## config.mk

```make
export PLATFORM = sky130hd
export DESIGN_NAME = conv_top
export DESIGN_NICKNAME = d
export VERILOG_FILES = /design/src/verilog/conv_pkg.sv /design/src/verilog/conv_top.sv /design/src/verilog/conv_result.sv /design/src/verilog/conv_execute.sv /design/src/verilog/frame_decode.sv /design/src/verilog/kernel_regs.sv /design/src/verilog/bf16_add_tree.sv /design/src/verilog/bf16_mult.sv
export SDC_FILE = /design/constraint.sdc
export NUM_CORES = 2
export LEC_CHECK = 0
export ABC_AREA = 1
export BUFFER_PORTS_ARGS = -buffer_cell sky130_fd_sc_hd__buf_2
export CORE_MARGIN = 2
export CORE_UTILIZATION = 50
export CTS_CLUSTER_DIAMETER = 60
export DETAILED_ROUTE_END_ITERATION = 12
export PLACE_DENSITY_LB_ADDON = 0.05
export SLEW_MARGIN = 30
export SYNTH_ARGS = -nofsm -noshare
export SYNTH_HDL_FRONTEND = slang
export SYNTH_SLANG_ARGS = --single-unit
```

## constraint.sdc

```tcl
create_clock -name clock -period 32.1 [get_ports clock]
set_clock_uncertainty 0.2 [all_clocks]
set_input_delay 6.42 -clock clock [delete_from_list [all_inputs] [get_ports clock]]
set_output_delay 6.42 -clock clock [all_outputs]
set_load 0.01 [all_outputs]
```

## src/verilog/conv_pkg.sv

```systemverilog
package conv_pkg;

    localparam int DIM_W = 12; // header dimension field.

    typedef struct packed {
        logic       sign;
        logic [7:0] exp;
        logic [6:0] mant;
    } bf16_t;

    typedef struct packed {
        bf16_t data;
        logic  sop;
        logic  eop;
    } pix_beat_t;

    typedef struct packed {
        bf16_t data;
        logic  sop; // first result of a frame.
        logic  eop; // last result of a frame.
    } res_beat_t;

    typedef struct packed {
        logic        cyc;
        logic        stb;
        logic        we;
        logic        adr;
        logic [15:0] dat_w;
    } wb_req_t;

    typedef struct packed {
        logic        ack;
        logic [15:0] dat_r;
    } wb_rsp_t;

    typedef enum logic [1:0] {
        HEADER_WIDTH,
        HEADER_HEIGHT,
        PIXELS,
        DROP
    } decode_state_e;

endpackage
```

## src/verilog/conv_top.sv

```systemverilog
`timescale 1ns/1ps

module conv_top #(
    parameter int LINE_WIDTH = 8,
    parameter int KX = 3,
    parameter int KY = 3,
    parameter int MLT_LCYCLES = 1,
    parameter int RESULT_DEPTH = 16
) (
    input  logic                clock,
    input  logic                clock_sreset,
    input  conv_pkg::wb_req_t   wb_req,
    output conv_pkg::wb_rsp_t   wb_rsp,
    input  conv_pkg::pix_beat_t in_beat,
    input  logic                in_valid,
    output logic                in_ready,
    output conv_pkg::res_beat_t out_beat,
    output logic                out_valid,
    input  logic                out_ready
);
    import conv_pkg::*;

    localparam int PIPE_DEPTH = 1 + MLT_LCYCLES + $clog2(KX * KY);

    bf16_t [KX*KY-1:0] kernel;
    bf16_t             pixel;
    bf16_t             sum;
    logic              shift_en;
    logic              calc_valid;
    logic              calc_first;
    logic              calc_last;
    logic              drop_pulse;
    logic              accept_ok;
    logic              sum_valid;
    logic              sum_first;
    logic              sum_last;

    kernel_regs #(
        .KX(KX),
        .KY(KY)
    ) u_kernel (
        .clock(clock),
        .clock_sreset(clock_sreset),
        .wb_req(wb_req),
        .wb_rsp(wb_rsp),
        .drop_pulse(drop_pulse),
        .kernel(kernel)
    );

    frame_decode #(
        .LINE_WIDTH(LINE_WIDTH),
        .KX(KX),
        .KY(KY)
    ) u_decode (
        .clock(clock),
        .clock_sreset(clock_sreset),
        .in_beat(in_beat),
        .in_valid(in_valid),
        .accept_ok(accept_ok),
        .in_ready(in_ready),
        .shift_en(shift_en),
        .pixel(pixel),
        .calc_valid(calc_valid),
        .calc_first(calc_first),
        .calc_last(calc_last),
        .drop_pulse(drop_pulse)
    );

    conv_execute #(
        .LINE_WIDTH(LINE_WIDTH),
        .KX(KX),
        .KY(KY),
        .MLT_LCYCLES(MLT_LCYCLES)
    ) u_execute (
        .clock(clock),
        .clock_sreset(clock_sreset),
        .shift_en(shift_en),
        .pixel(pixel),
        .calc_valid(calc_valid),
        .calc_first(calc_first),
        .calc_last(calc_last),
        .kernel(kernel),
        .sum(sum),
        .sum_valid(sum_valid),
        .sum_first(sum_first),
        .sum_last(sum_last)
    );

    // calc_valid is already qualified by an accepted pixel.
    conv_result #(
        .RESULT_DEPTH(RESULT_DEPTH),
        .PIPE_DEPTH(PIPE_DEPTH)
    ) u_result (
        .clock(clock),
        .clock_sreset(clock_sreset),
        .sum(sum),
        .sum_valid(sum_valid),
        .sum_first(sum_first),
        .sum_last(sum_last),
        .shift_calc(calc_valid),
        .accept_ok(accept_ok),
        .out_beat(out_beat),
        .out_valid(out_valid),
        .out_ready(out_ready)
    );

endmodule

```

## src/verilog/conv_result.sv

```systemverilog
`timescale 1ns/1ps

module conv_result #(
    parameter int RESULT_DEPTH = 16,
    parameter int PIPE_DEPTH = 6
) (
    input  logic                clock,
    input  logic                clock_sreset,
    input  conv_pkg::bf16_t     sum,
    input  logic                sum_valid,
    input  logic                sum_first,
    input  logic                sum_last,
    input  logic                shift_calc,
    output logic                accept_ok,
    output conv_pkg::res_beat_t out_beat,
    output logic                out_valid,
    input  logic                out_ready
);
    import conv_pkg::*;

    localparam int PTR_W = (RESULT_DEPTH > 1) ? $clog2(RESULT_DEPTH) : 1;
    localparam int CNT_W = $clog2(RESULT_DEPTH + 1);
    localparam int IFL_W = $clog2(PIPE_DEPTH + 2);

    res_beat_t        mem [RESULT_DEPTH];
    logic [PTR_W-1:0] wr_ptr;
    logic [PTR_W-1:0] rd_ptr;
    logic [CNT_W-1:0] count;
    logic [CNT_W-1:0] free_cnt;
    logic [IFL_W-1:0] in_flight;
    logic             ready_en;
    logic             pop;

    assign out_valid = (count != '0);
    assign out_beat = mem[rd_ptr];
    assign pop = out_valid && out_ready;
    assign free_cnt = CNT_W'(RESULT_DEPTH) - count;
    assign accept_ok = ready_en && (32'(free_cnt) > 32'(in_flight)); // room for all in flight.

    always_ff @(posedge clock) begin
        if (sum_valid) begin
            mem[wr_ptr] <= '{data: sum, sop: sum_first, eop: sum_last};
        end
    end

    always_ff @(posedge clock) begin
        if (clock_sreset) begin
            wr_ptr <= '0;
            rd_ptr <= '0;
            count <= '0;
            in_flight <= '0;
            ready_en <= 1'b0;
        end
        else begin
            ready_en <= 1'b1; // low for the first cycle.
            if (sum_valid) begin
                wr_ptr <= (wr_ptr == PTR_W'(RESULT_DEPTH - 1)) ? '0 : wr_ptr + 1'b1;
            end
            if (pop) begin
                rd_ptr <= (rd_ptr == PTR_W'(RESULT_DEPTH - 1)) ? '0 : rd_ptr + 1'b1;
            end
            case ({sum_valid, pop})
                2'b10:   count <= count + 1'b1;
                2'b01:   count <= count - 1'b1;
                default: count <= count;
            endcase
            case ({shift_calc, sum_valid})
                2'b10:   in_flight <= in_flight + 1'b1;
                2'b01:   in_flight <= in_flight - 1'b1;
                default: in_flight <= in_flight;
            endcase
        end
    end

endmodule

```

## src/verilog/conv_execute.sv

```systemverilog
`timescale 1ns/1ps

module conv_execute #(
    parameter int LINE_WIDTH = 8,
    parameter int KX = 3,
    parameter int KY = 3,
    parameter int MLT_LCYCLES = 1
) (
    input  logic                        clock,
    input  logic                        clock_sreset,
    input  logic                        shift_en,
    input  conv_pkg::bf16_t             pixel,
    input  logic                        calc_valid,
    input  logic                        calc_first,
    input  logic                        calc_last,
    input  conv_pkg::bf16_t [KX*KY-1:0] kernel,
    output conv_pkg::bf16_t             sum,
    output logic                        sum_valid,
    output logic                        sum_first,
    output logic                        sum_last
);
    import conv_pkg::*;

    localparam int TAPS = KX * KY;
    localparam int TREE_LEVELS = $clog2(TAPS);
    localparam int FLAG_DEPTH = 1 + MLT_LCYCLES + TREE_LEVELS;
    localparam int WIN_LEN = (KY - 1) * LINE_WIDTH + KX; // last tap is (KX-1, KY-1).

    typedef struct packed {
        logic valid;
        logic first;
        logic last;
    } flags_t;

    bf16_t              win [WIN_LEN];
    bf16_t [TAPS-1:0]   products;
    flags_t             flags [FLAG_DEPTH];

    // win[j*LINE_WIDTH + i] holds the pixel at (x-i, y-j).
    always_ff @(posedge clock) begin
        if (shift_en) begin
            win[0] <= pixel;
            for (int k = 1; k < WIN_LEN; k++) begin
                win[k] <= win[k-1];
            end
        end
    end

    for (genvar j = 0; j < KY; j++) begin : g_row
        for (genvar i = 0; i < KX; i++) begin : g_col
            bf16_mult #(
                .LCYCLES(MLT_LCYCLES)
            ) u_mult (
                .clock(clock),
                .clock_sreset(clock_sreset),
                .dataa(win[j*LINE_WIDTH+i]),
                .datab(kernel[j*KX+i]),
                .result(products[j*KX+i])
            );
        end
    end

    bf16_add_tree #(
        .ITEMS(TAPS)
    ) u_tree (
        .clock(clock),
        .clock_sreset(clock_sreset),
        .items(products),
        .result(sum)
    );

    always_ff @(posedge clock) begin
        if (clock_sreset) begin
            flags <= '{default: '0};
        end
        else begin
            flags[0] <= '{valid: calc_valid, first: calc_first, last: calc_last};
            for (int k = 1; k < FLAG_DEPTH; k++) begin
                flags[k] <= flags[k-1];
            end
        end
    end

    assign sum_valid = flags[FLAG_DEPTH-1].valid;
    assign sum_first = flags[FLAG_DEPTH-1].first;
    assign sum_last = flags[FLAG_DEPTH-1].last;

endmodule

```

## src/verilog/frame_decode.sv

```systemverilog
`timescale 1ns/1ps

module frame_decode #(
    parameter int LINE_WIDTH = 8,
    parameter int KX = 3,
    parameter int KY = 3
) (
    input  logic                clock,
    input  logic                clock_sreset,
    input  conv_pkg::pix_beat_t in_beat,
    input  logic                in_valid,
    input  logic                accept_ok,
    output logic                in_ready,
    output logic                shift_en,
    output conv_pkg::bf16_t     pixel,
    output logic                calc_valid,
    output logic                calc_first,
    output logic                calc_last,
    output logic                drop_pulse
);
    import conv_pkg::*;

    decode_state_e    state;
    logic [DIM_W-1:0] x;
    logic [DIM_W-1:0] y;
    logic [DIM_W-1:0] height;
    logic [DIM_W-1:0] field;
    logic             accepted;
    logic             line_end;
    logic             frame_end;

    assign in_ready = (state == DROP) || accept_ok; // drain rejected frames.
    assign accepted = in_valid && in_ready;
    assign field = in_beat.data[DIM_W-1:0];
    assign pixel = in_beat.data;
    assign shift_en = accepted && (state == PIXELS);

    assign line_end = (x == DIM_W'(LINE_WIDTH - 1));
    assign frame_end = line_end && (y == height - 1'b1);
    assign calc_valid = shift_en && (x >= DIM_W'(KX - 1)) && (y >= DIM_W'(KY - 1));
    assign calc_first = calc_valid && (x == DIM_W'(KX - 1)) && (y == DIM_W'(KY - 1));
    assign calc_last = calc_valid && frame_end;
    assign drop_pulse = accepted && (state == HEADER_WIDTH) && in_beat.sop &&
                        (field != DIM_W'(LINE_WIDTH));

    always_ff @(posedge clock) begin
        if (clock_sreset) begin
            state <= HEADER_WIDTH;
            x <= '0;
            y <= '0;
        end
        else begin
            case (state)
                HEADER_WIDTH: begin
                    if (accepted && in_beat.sop) begin
                        state <= drop_pulse ? DROP : HEADER_HEIGHT;
                    end
                end
                HEADER_HEIGHT: begin
                    if (accepted) begin
                        x <= '0;
                        y <= '0;
                        state <= PIXELS;
                    end
                end
                PIXELS: begin
                    if (shift_en) begin
                        if (line_end) begin
                            x <= '0;
                            y <= y + 1'b1;
                        end
                        else begin
                            x <= x + 1'b1;
                        end
                        if (in_beat.eop || frame_end) begin
                            state <= HEADER_WIDTH;
                        end
                    end
                end
                DROP: begin
                    if (accepted && in_beat.eop) begin
                        state <= HEADER_WIDTH;
                    end
                end
                default: state <= HEADER_WIDTH;
            endcase
        end
    end

    always_ff @(posedge clock) begin
        if (accepted && state == HEADER_HEIGHT) begin
            height <= field;
        end
    end

endmodule

```

## src/verilog/kernel_regs.sv

```systemverilog
`timescale 1ns/1ps

module kernel_regs #(
    parameter int KX = 3,
    parameter int KY = 3
) (
    input  logic                        clock,
    input  logic                        clock_sreset,
    input  conv_pkg::wb_req_t           wb_req,
    output conv_pkg::wb_rsp_t           wb_rsp,
    input  logic                        drop_pulse,
    output conv_pkg::bf16_t [KX*KY-1:0] kernel
);
    logic        ack;
    logic        access;
    logic [15:0] dat_r;
    logic [15:0] drop_count;

    assign access = wb_req.cyc && wb_req.stb && !ack; // one ack per cycle.
    assign wb_rsp = '{ack: ack, dat_r: dat_r};

    always_ff @(posedge clock) begin
        if (clock_sreset) begin
            ack <= 1'b0;
            drop_count <= '0;
        end
        else begin
            ack <= access;
            if (drop_pulse && drop_count != 16'hffff) begin
                drop_count <= drop_count + 16'd1; // saturates.
            end
        end
    end

    always_ff @(posedge clock) begin
        if (access) begin
            dat_r <= wb_req.adr ? drop_count : 16'h0000;
        end
        if (access && wb_req.we && !wb_req.adr) begin
            kernel[0] <= wb_req.dat_w; // oldest word drifts deepest.
            for (int k = 1; k < KX * KY; k++) begin
                kernel[k] <= kernel[k-1];
            end
        end
    end

endmodule

```

## src/verilog/bf16_add_tree.sv

```systemverilog
`timescale 1ns/1ps

module bf16_add_tree #(
    parameter int ITEMS = 9
) (
    input  logic                        clock,
    input  logic                        clock_sreset,
    input  conv_pkg::bf16_t [ITEMS-1:0] items,
    output conv_pkg::bf16_t             result
);
    import conv_pkg::*;

    localparam int LEVELS = $clog2(ITEMS);

    function automatic int level_count(int lvl);
        int n;
        n = ITEMS;
        for (int k = 0; k < lvl; k++) begin
            n = (n + 1) / 2;
        end
        return n;
    endfunction

    // ##########################################################################
    // single adder, align / add / renormalize / truncate
    // ##########################################################################

    function automatic bf16_t bf16_add(bf16_t a, bf16_t b);
        bf16_t       op_hi;
        bf16_t       op_lo;
        bf16_t       res;
        logic [7:0]  diff;
        logic [11:0] sig_hi;
        logic [11:0] sig_lo;
        logic [11:0] sig_sum;
        int          lz;

        lz = 0;
        if ({a.exp, a.mant} >= {b.exp, b.mant}) begin
            op_hi = a;
            op_lo = b;
        end
        else begin
            op_hi = b;
            op_lo = a;
        end
        diff = op_hi.exp - op_lo.exp;
        sig_hi = {2'b01, op_hi.mant, 3'b000}; // carry, hidden, mantissa, guard.
        sig_lo = (op_lo.exp == 8'd0) ? '0 : ({2'b01, op_lo.mant, 3'b000} >> diff);
        if (op_hi.sign == op_lo.sign) begin
            sig_sum = sig_hi + sig_lo;
        end
        else begin
            sig_sum = sig_hi - sig_lo; // never negative.
        end
        for (int k = 0; k < 11; k++) begin
            if (sig_sum[k]) begin
                lz = 10 - k;
            end
        end
        if (op_hi.exp == 8'd0 || sig_sum == '0) begin
            res = '0; // both zero or exact cancellation.
        end
        else if (sig_sum[11]) begin
            res = '{sign: op_hi.sign, exp: op_hi.exp + 8'd1, mant: sig_sum[10:4]};
        end
        else if (int'(op_hi.exp) <= lz) begin
            res = '0;
        end
        else begin
            sig_sum = sig_sum << lz;
            res = '{sign: op_hi.sign, exp: op_hi.exp - 8'(lz), mant: sig_sum[9:3]};
        end
        return res;
    endfunction

    // ##########################################################################
    // registered reduction levels
    // ##########################################################################

    for (genvar l = 0; l < LEVELS; l++) begin : g_lvl
        localparam int N_IN = level_count(l);
        localparam int N_OUT = level_count(l + 1);
        bf16_t d   [N_IN];
        bf16_t nxt [N_OUT];
        bf16_t q   [N_OUT];

        if (l == 0) begin : g_first
            for (genvar k = 0; k < N_IN; k++) begin : g_in
                assign d[k] = items[k];
            end
        end
        else begin : g_next
            assign d = g_lvl[l-1].q;
        end

        for (genvar k = 0; k < N_OUT; k++) begin : g_node
            if (2 * k + 1 < N_IN) begin : g_add
                assign nxt[k] = bf16_add(d[2*k], d[2*k+1]);
            end
            else begin : g_pass
                assign nxt[k] = d[2*k]; // odd item.
            end
        end

        always_ff @(posedge clock) begin
            if (clock_sreset) begin
                q <= '{default: '0};
            end
            else begin
                q <= nxt;
            end
        end
    end

    if (LEVELS == 0) begin : g_single
        assign result = items[0];
    end
    else begin : g_root
        assign result = g_lvl[LEVELS-1].q[0];
    end

endmodule

```

## src/verilog/bf16_mult.sv

```systemverilog
`timescale 1ns/1ps

module bf16_mult #(
    parameter int LCYCLES = 1
) (
    input  logic            clock,
    input  logic            clock_sreset,
    input  conv_pkg::bf16_t dataa,
    input  conv_pkg::bf16_t datab,
    output conv_pkg::bf16_t result
);
    import conv_pkg::*;

    logic [15:0] sig_prod;
    logic [9:0]  exp_sum;
    bf16_t       product;
    bf16_t       pipe [LCYCLES];

    always_comb begin
        sig_prod = {1'b1, dataa.mant} * {1'b1, datab.mant};
        exp_sum = 10'(dataa.exp) + 10'(datab.exp) + 10'(sig_prod[15]); // biased twice.
        product.sign = dataa.sign ^ datab.sign;
        product.exp = 8'(exp_sum - 10'd127);
        product.mant = sig_prod[15] ? sig_prod[14:8] : sig_prod[13:7]; // truncate.
        if (dataa.exp == 8'd0 || datab.exp == 8'd0 || exp_sum <= 10'd127) begin
            product = '0; // zero operand or underflow.
        end
    end

    always_ff @(posedge clock) begin
        if (clock_sreset) begin
            pipe <= '{default: '0};
        end
        else begin
            pipe[0] <= product;
            for (int k = 1; k < LCYCLES; k++) begin
                pipe[k] <= pipe[k-1];
            end
        end
    end

    assign result = pipe[LCYCLES-1];

endmodule

```

==> metrics.cfg <==
[status]
status = finished clean

[floorplan]
die_x_um = 417
rows = 151
die-area_mm2 = 0.174
core-area_mm2 = 0.169
boundaryPins = 79
start_util_pct = 50.4
fp.dieH_um = 417

[clocking]
cts.clk_slew.worst_paths_ns = 0.06
htreeDepth = 4
cts_max_path_buffers = 3
cts_resized = 0
hold_buffers = 0
post_cts_buffers = 0
cts.sinks = 1166
clock-root-buffer = clkbuf_16
numCtsBuffers = 143
clock_latency_ns = 0.81
cts_tree = done

[timing]
slew_viol_final = 0
finalHoldViolations = 0
fmax_ghz = 0.101
tightestPinTransition_ns = 1.05
finalSetupTns_ns = 0
period_share_pct = 30.8
grt_setup_unrepaired = false
setup-violations-final = 0
slew-limit-headroom_pct = 30.1
post-route-min-period_ns = 9.89

[placement]
place.detailed.hpwl_um = 150000
port-buffer-count = 78
place_congestion = 0.875

[synthesis]
synth-edff-count = 764
ys_types = 83
ys_seq_area_share_pct = 36.3
syn_avg_cell_area_um2 = 8.29
synth-seq-cells = 1166
synth_common_cells = nand2_1 (2,223), inv_1 (1,834), edfxtp_1 (764), ha_1 (689), nand3_1 (630)
synth_top_area_cell = edfxtp_1
yosysMostFrequentCell = nand2_1
synthTopCellsByArea = edfxtp_1 (27%), ha_1 (10%), nand2_1 (9.8%)
syn-instance-count = 10305
synthesis.area_mm2 = 0.0854
synth_top_area_share_pct = 26.9
synth_nets = 11387
ys.flop_type = edfxtp_1
yosysWarnings = 0
async_flop_share_pct = 0

[worst_setup_path]
critPathBufInv = 3
worstPathRequired_ns = 25.48
path_max_fanout = 44
arrival_ns = 3.27
critPathMaxStageDelay_ns = 0.83
slowest_stage = dfxtp_2
path_cells = inv_2 -> buf_4 -> o21ai_0 -> o211ai_1 -> nand2_1 -> buf_2
cp-end-kind = output pin
crit_type = register to output pin
worst_path_dominant_cell_family = buffers and inverters
start_kind = register

[final_layout]
seq_area_mm2 = 0.0310
nets = 11432
multi_input_area_mm2 = 0.0463
syn_to_final_growth_pct = 8.52
drive_above_1_share_pct = 7.49
fill_cells = 15723

[drt]
dr.pass1.iters = 6
totalWireLength_um = 199000
vias = 66499
avgRoutedWirePerCell_um = 15.7
drc = 0
drt-initial-drc-count = 4276
vias_per_cell = 5.24
final_antenna_net_count = 0

[global_routing]
grt_overflow = 0
grtUsageTotal_pct = 23.0
grt_pass1_vias = 65204
grt_max_degree = 182
antenna_found_initial = 2
grt_pass1_wl_um = 330000

[job]
maxCapViolations = 0

[worst_hold_path]
hold_path.class = register to register

final timing paths:
path | cells after the start | to | from | slack, ns
max reg2reg | 44 | u_execute.u_tree.g_lvl[0].q[17] | u_execute.g_row[2].g_col[1].u_mult.result[6] | 22.89
min reg2reg | 2 | u_execute.u_tree.g_lvl[0].q[2] | u_execute.g_row[2].g_col[2].u_mult.result[2] | 0.20
min | 2 | u_execute.u_tree.g_lvl[0].q[2] | u_execute.g_row[2].g_col[2].u_mult.result[2] | 0.20
max | 6 | out_beat[17] | register | 22.21
cell usage in the layout, fill, tap and decap left out, types with 24 or more instances in the layout:
cell type,instances
nand2_2,114
edfxtp_1,764
ha_1,689
xor2_1,198
o31ai_1,29
a211oi_1,32
nand3_1,630
clkinv_1,26
nand4_1,173
nand3b_1,48
nor3_1,94
o21ai_2,45
nand2_1,2223
inv_1,1833
buf_4,24
mux2i_1,77
o21bai_1,36
nor2_4,26
dfxtp_1,399
nor2_2,32
inv_2,62
fa_1,351
or2_2,57
o21ai_0,412
nand3_2,25
nor2_1,580
o21ai_1,75
a21oi_1,578
o211ai_1,96
nor4_1,58
xnor2_1,109
buf_2,78
clkbuf_16,145
nand2_4,35
sequential cells by signal, indices dropped and copies added (netlist names), 2 cells and up, named ones only:
signal and cells:
u_decode.height 12, u_decode.state 2, u_decode.x 12, u_decode.y 12, u_execute.flags 15, u_execute.g_row.g_col.u_mult.result 144, u_execute.u_tree.g_lvl.q 160, u_execute.u_tree.result 16
u_execute.win 304, u_kernel.dat_r 16, u_kernel.drop_count 16, u_kernel.kernel 144, u_result.count 5, u_result.in_flight 3, u_result.mem 288, u_result.rd_ptr 4
u_result.wr_ptr 4
stage by stage:
stage / hold slack (ns) / util, % / cell area (um^2) / std cells / worst slack (ns)
floorplan: 0.188 / - / 85400 / 10305 / 10.31
detailed placement: 0.192 / 51.8 / 87900 / 12422 / 22.20
finish: 0.197 / 54.7 / 92700 / 12686 / 22.21
global placement: 0.190 / 51.8 / 87800 / 12419 / 22.26
CTS: 0.198 / 54.7 / 92700 / 12683 / 22.08
global route: 0.210 / 54.7 / 92700 / 12685 / 22.01
tightest hold or removal path, stage by stage, from the launching register on:
cell,delay [ns]
dfxtp_1,0.29
inv_1,0.04
nor2_1,0.03
layer usage:
layer	routed length, um	global-route usage [%]	up-vias
met5	0	0	-
met3	7250	2.46	273
met1	92700	30.9	31383
met4	4240	6.15	0
li1	-	-	33713
met2	95000	39.5	1130
cell families after synthesis:
logic type,share of synthesized area (%)
xor gates and xnor gates,3.25
muxes,0.902
and+or+nand+nor,21.7
DFF,36.3
AOI/OAI and AO/OA,9.81
adders and majority gates,18.3
buffers and inverters,9.77
cell type report:
type,count,area share (%)
Multi-Input combinational cell,7024,49.9
Sequential cell,1166,33.4
Inverter,1907,7.72
Clock buffer,173,4.12
Tap cell,2218,2.99
Clock inverter,88,1.07
Timing Repair Buffer,108,0.742
Antenna cell,2,0.00540
Power is left out: the tool's default activity adds up to more than one toggle a clock period on the data nets, which glitch-free logic cannot reach.
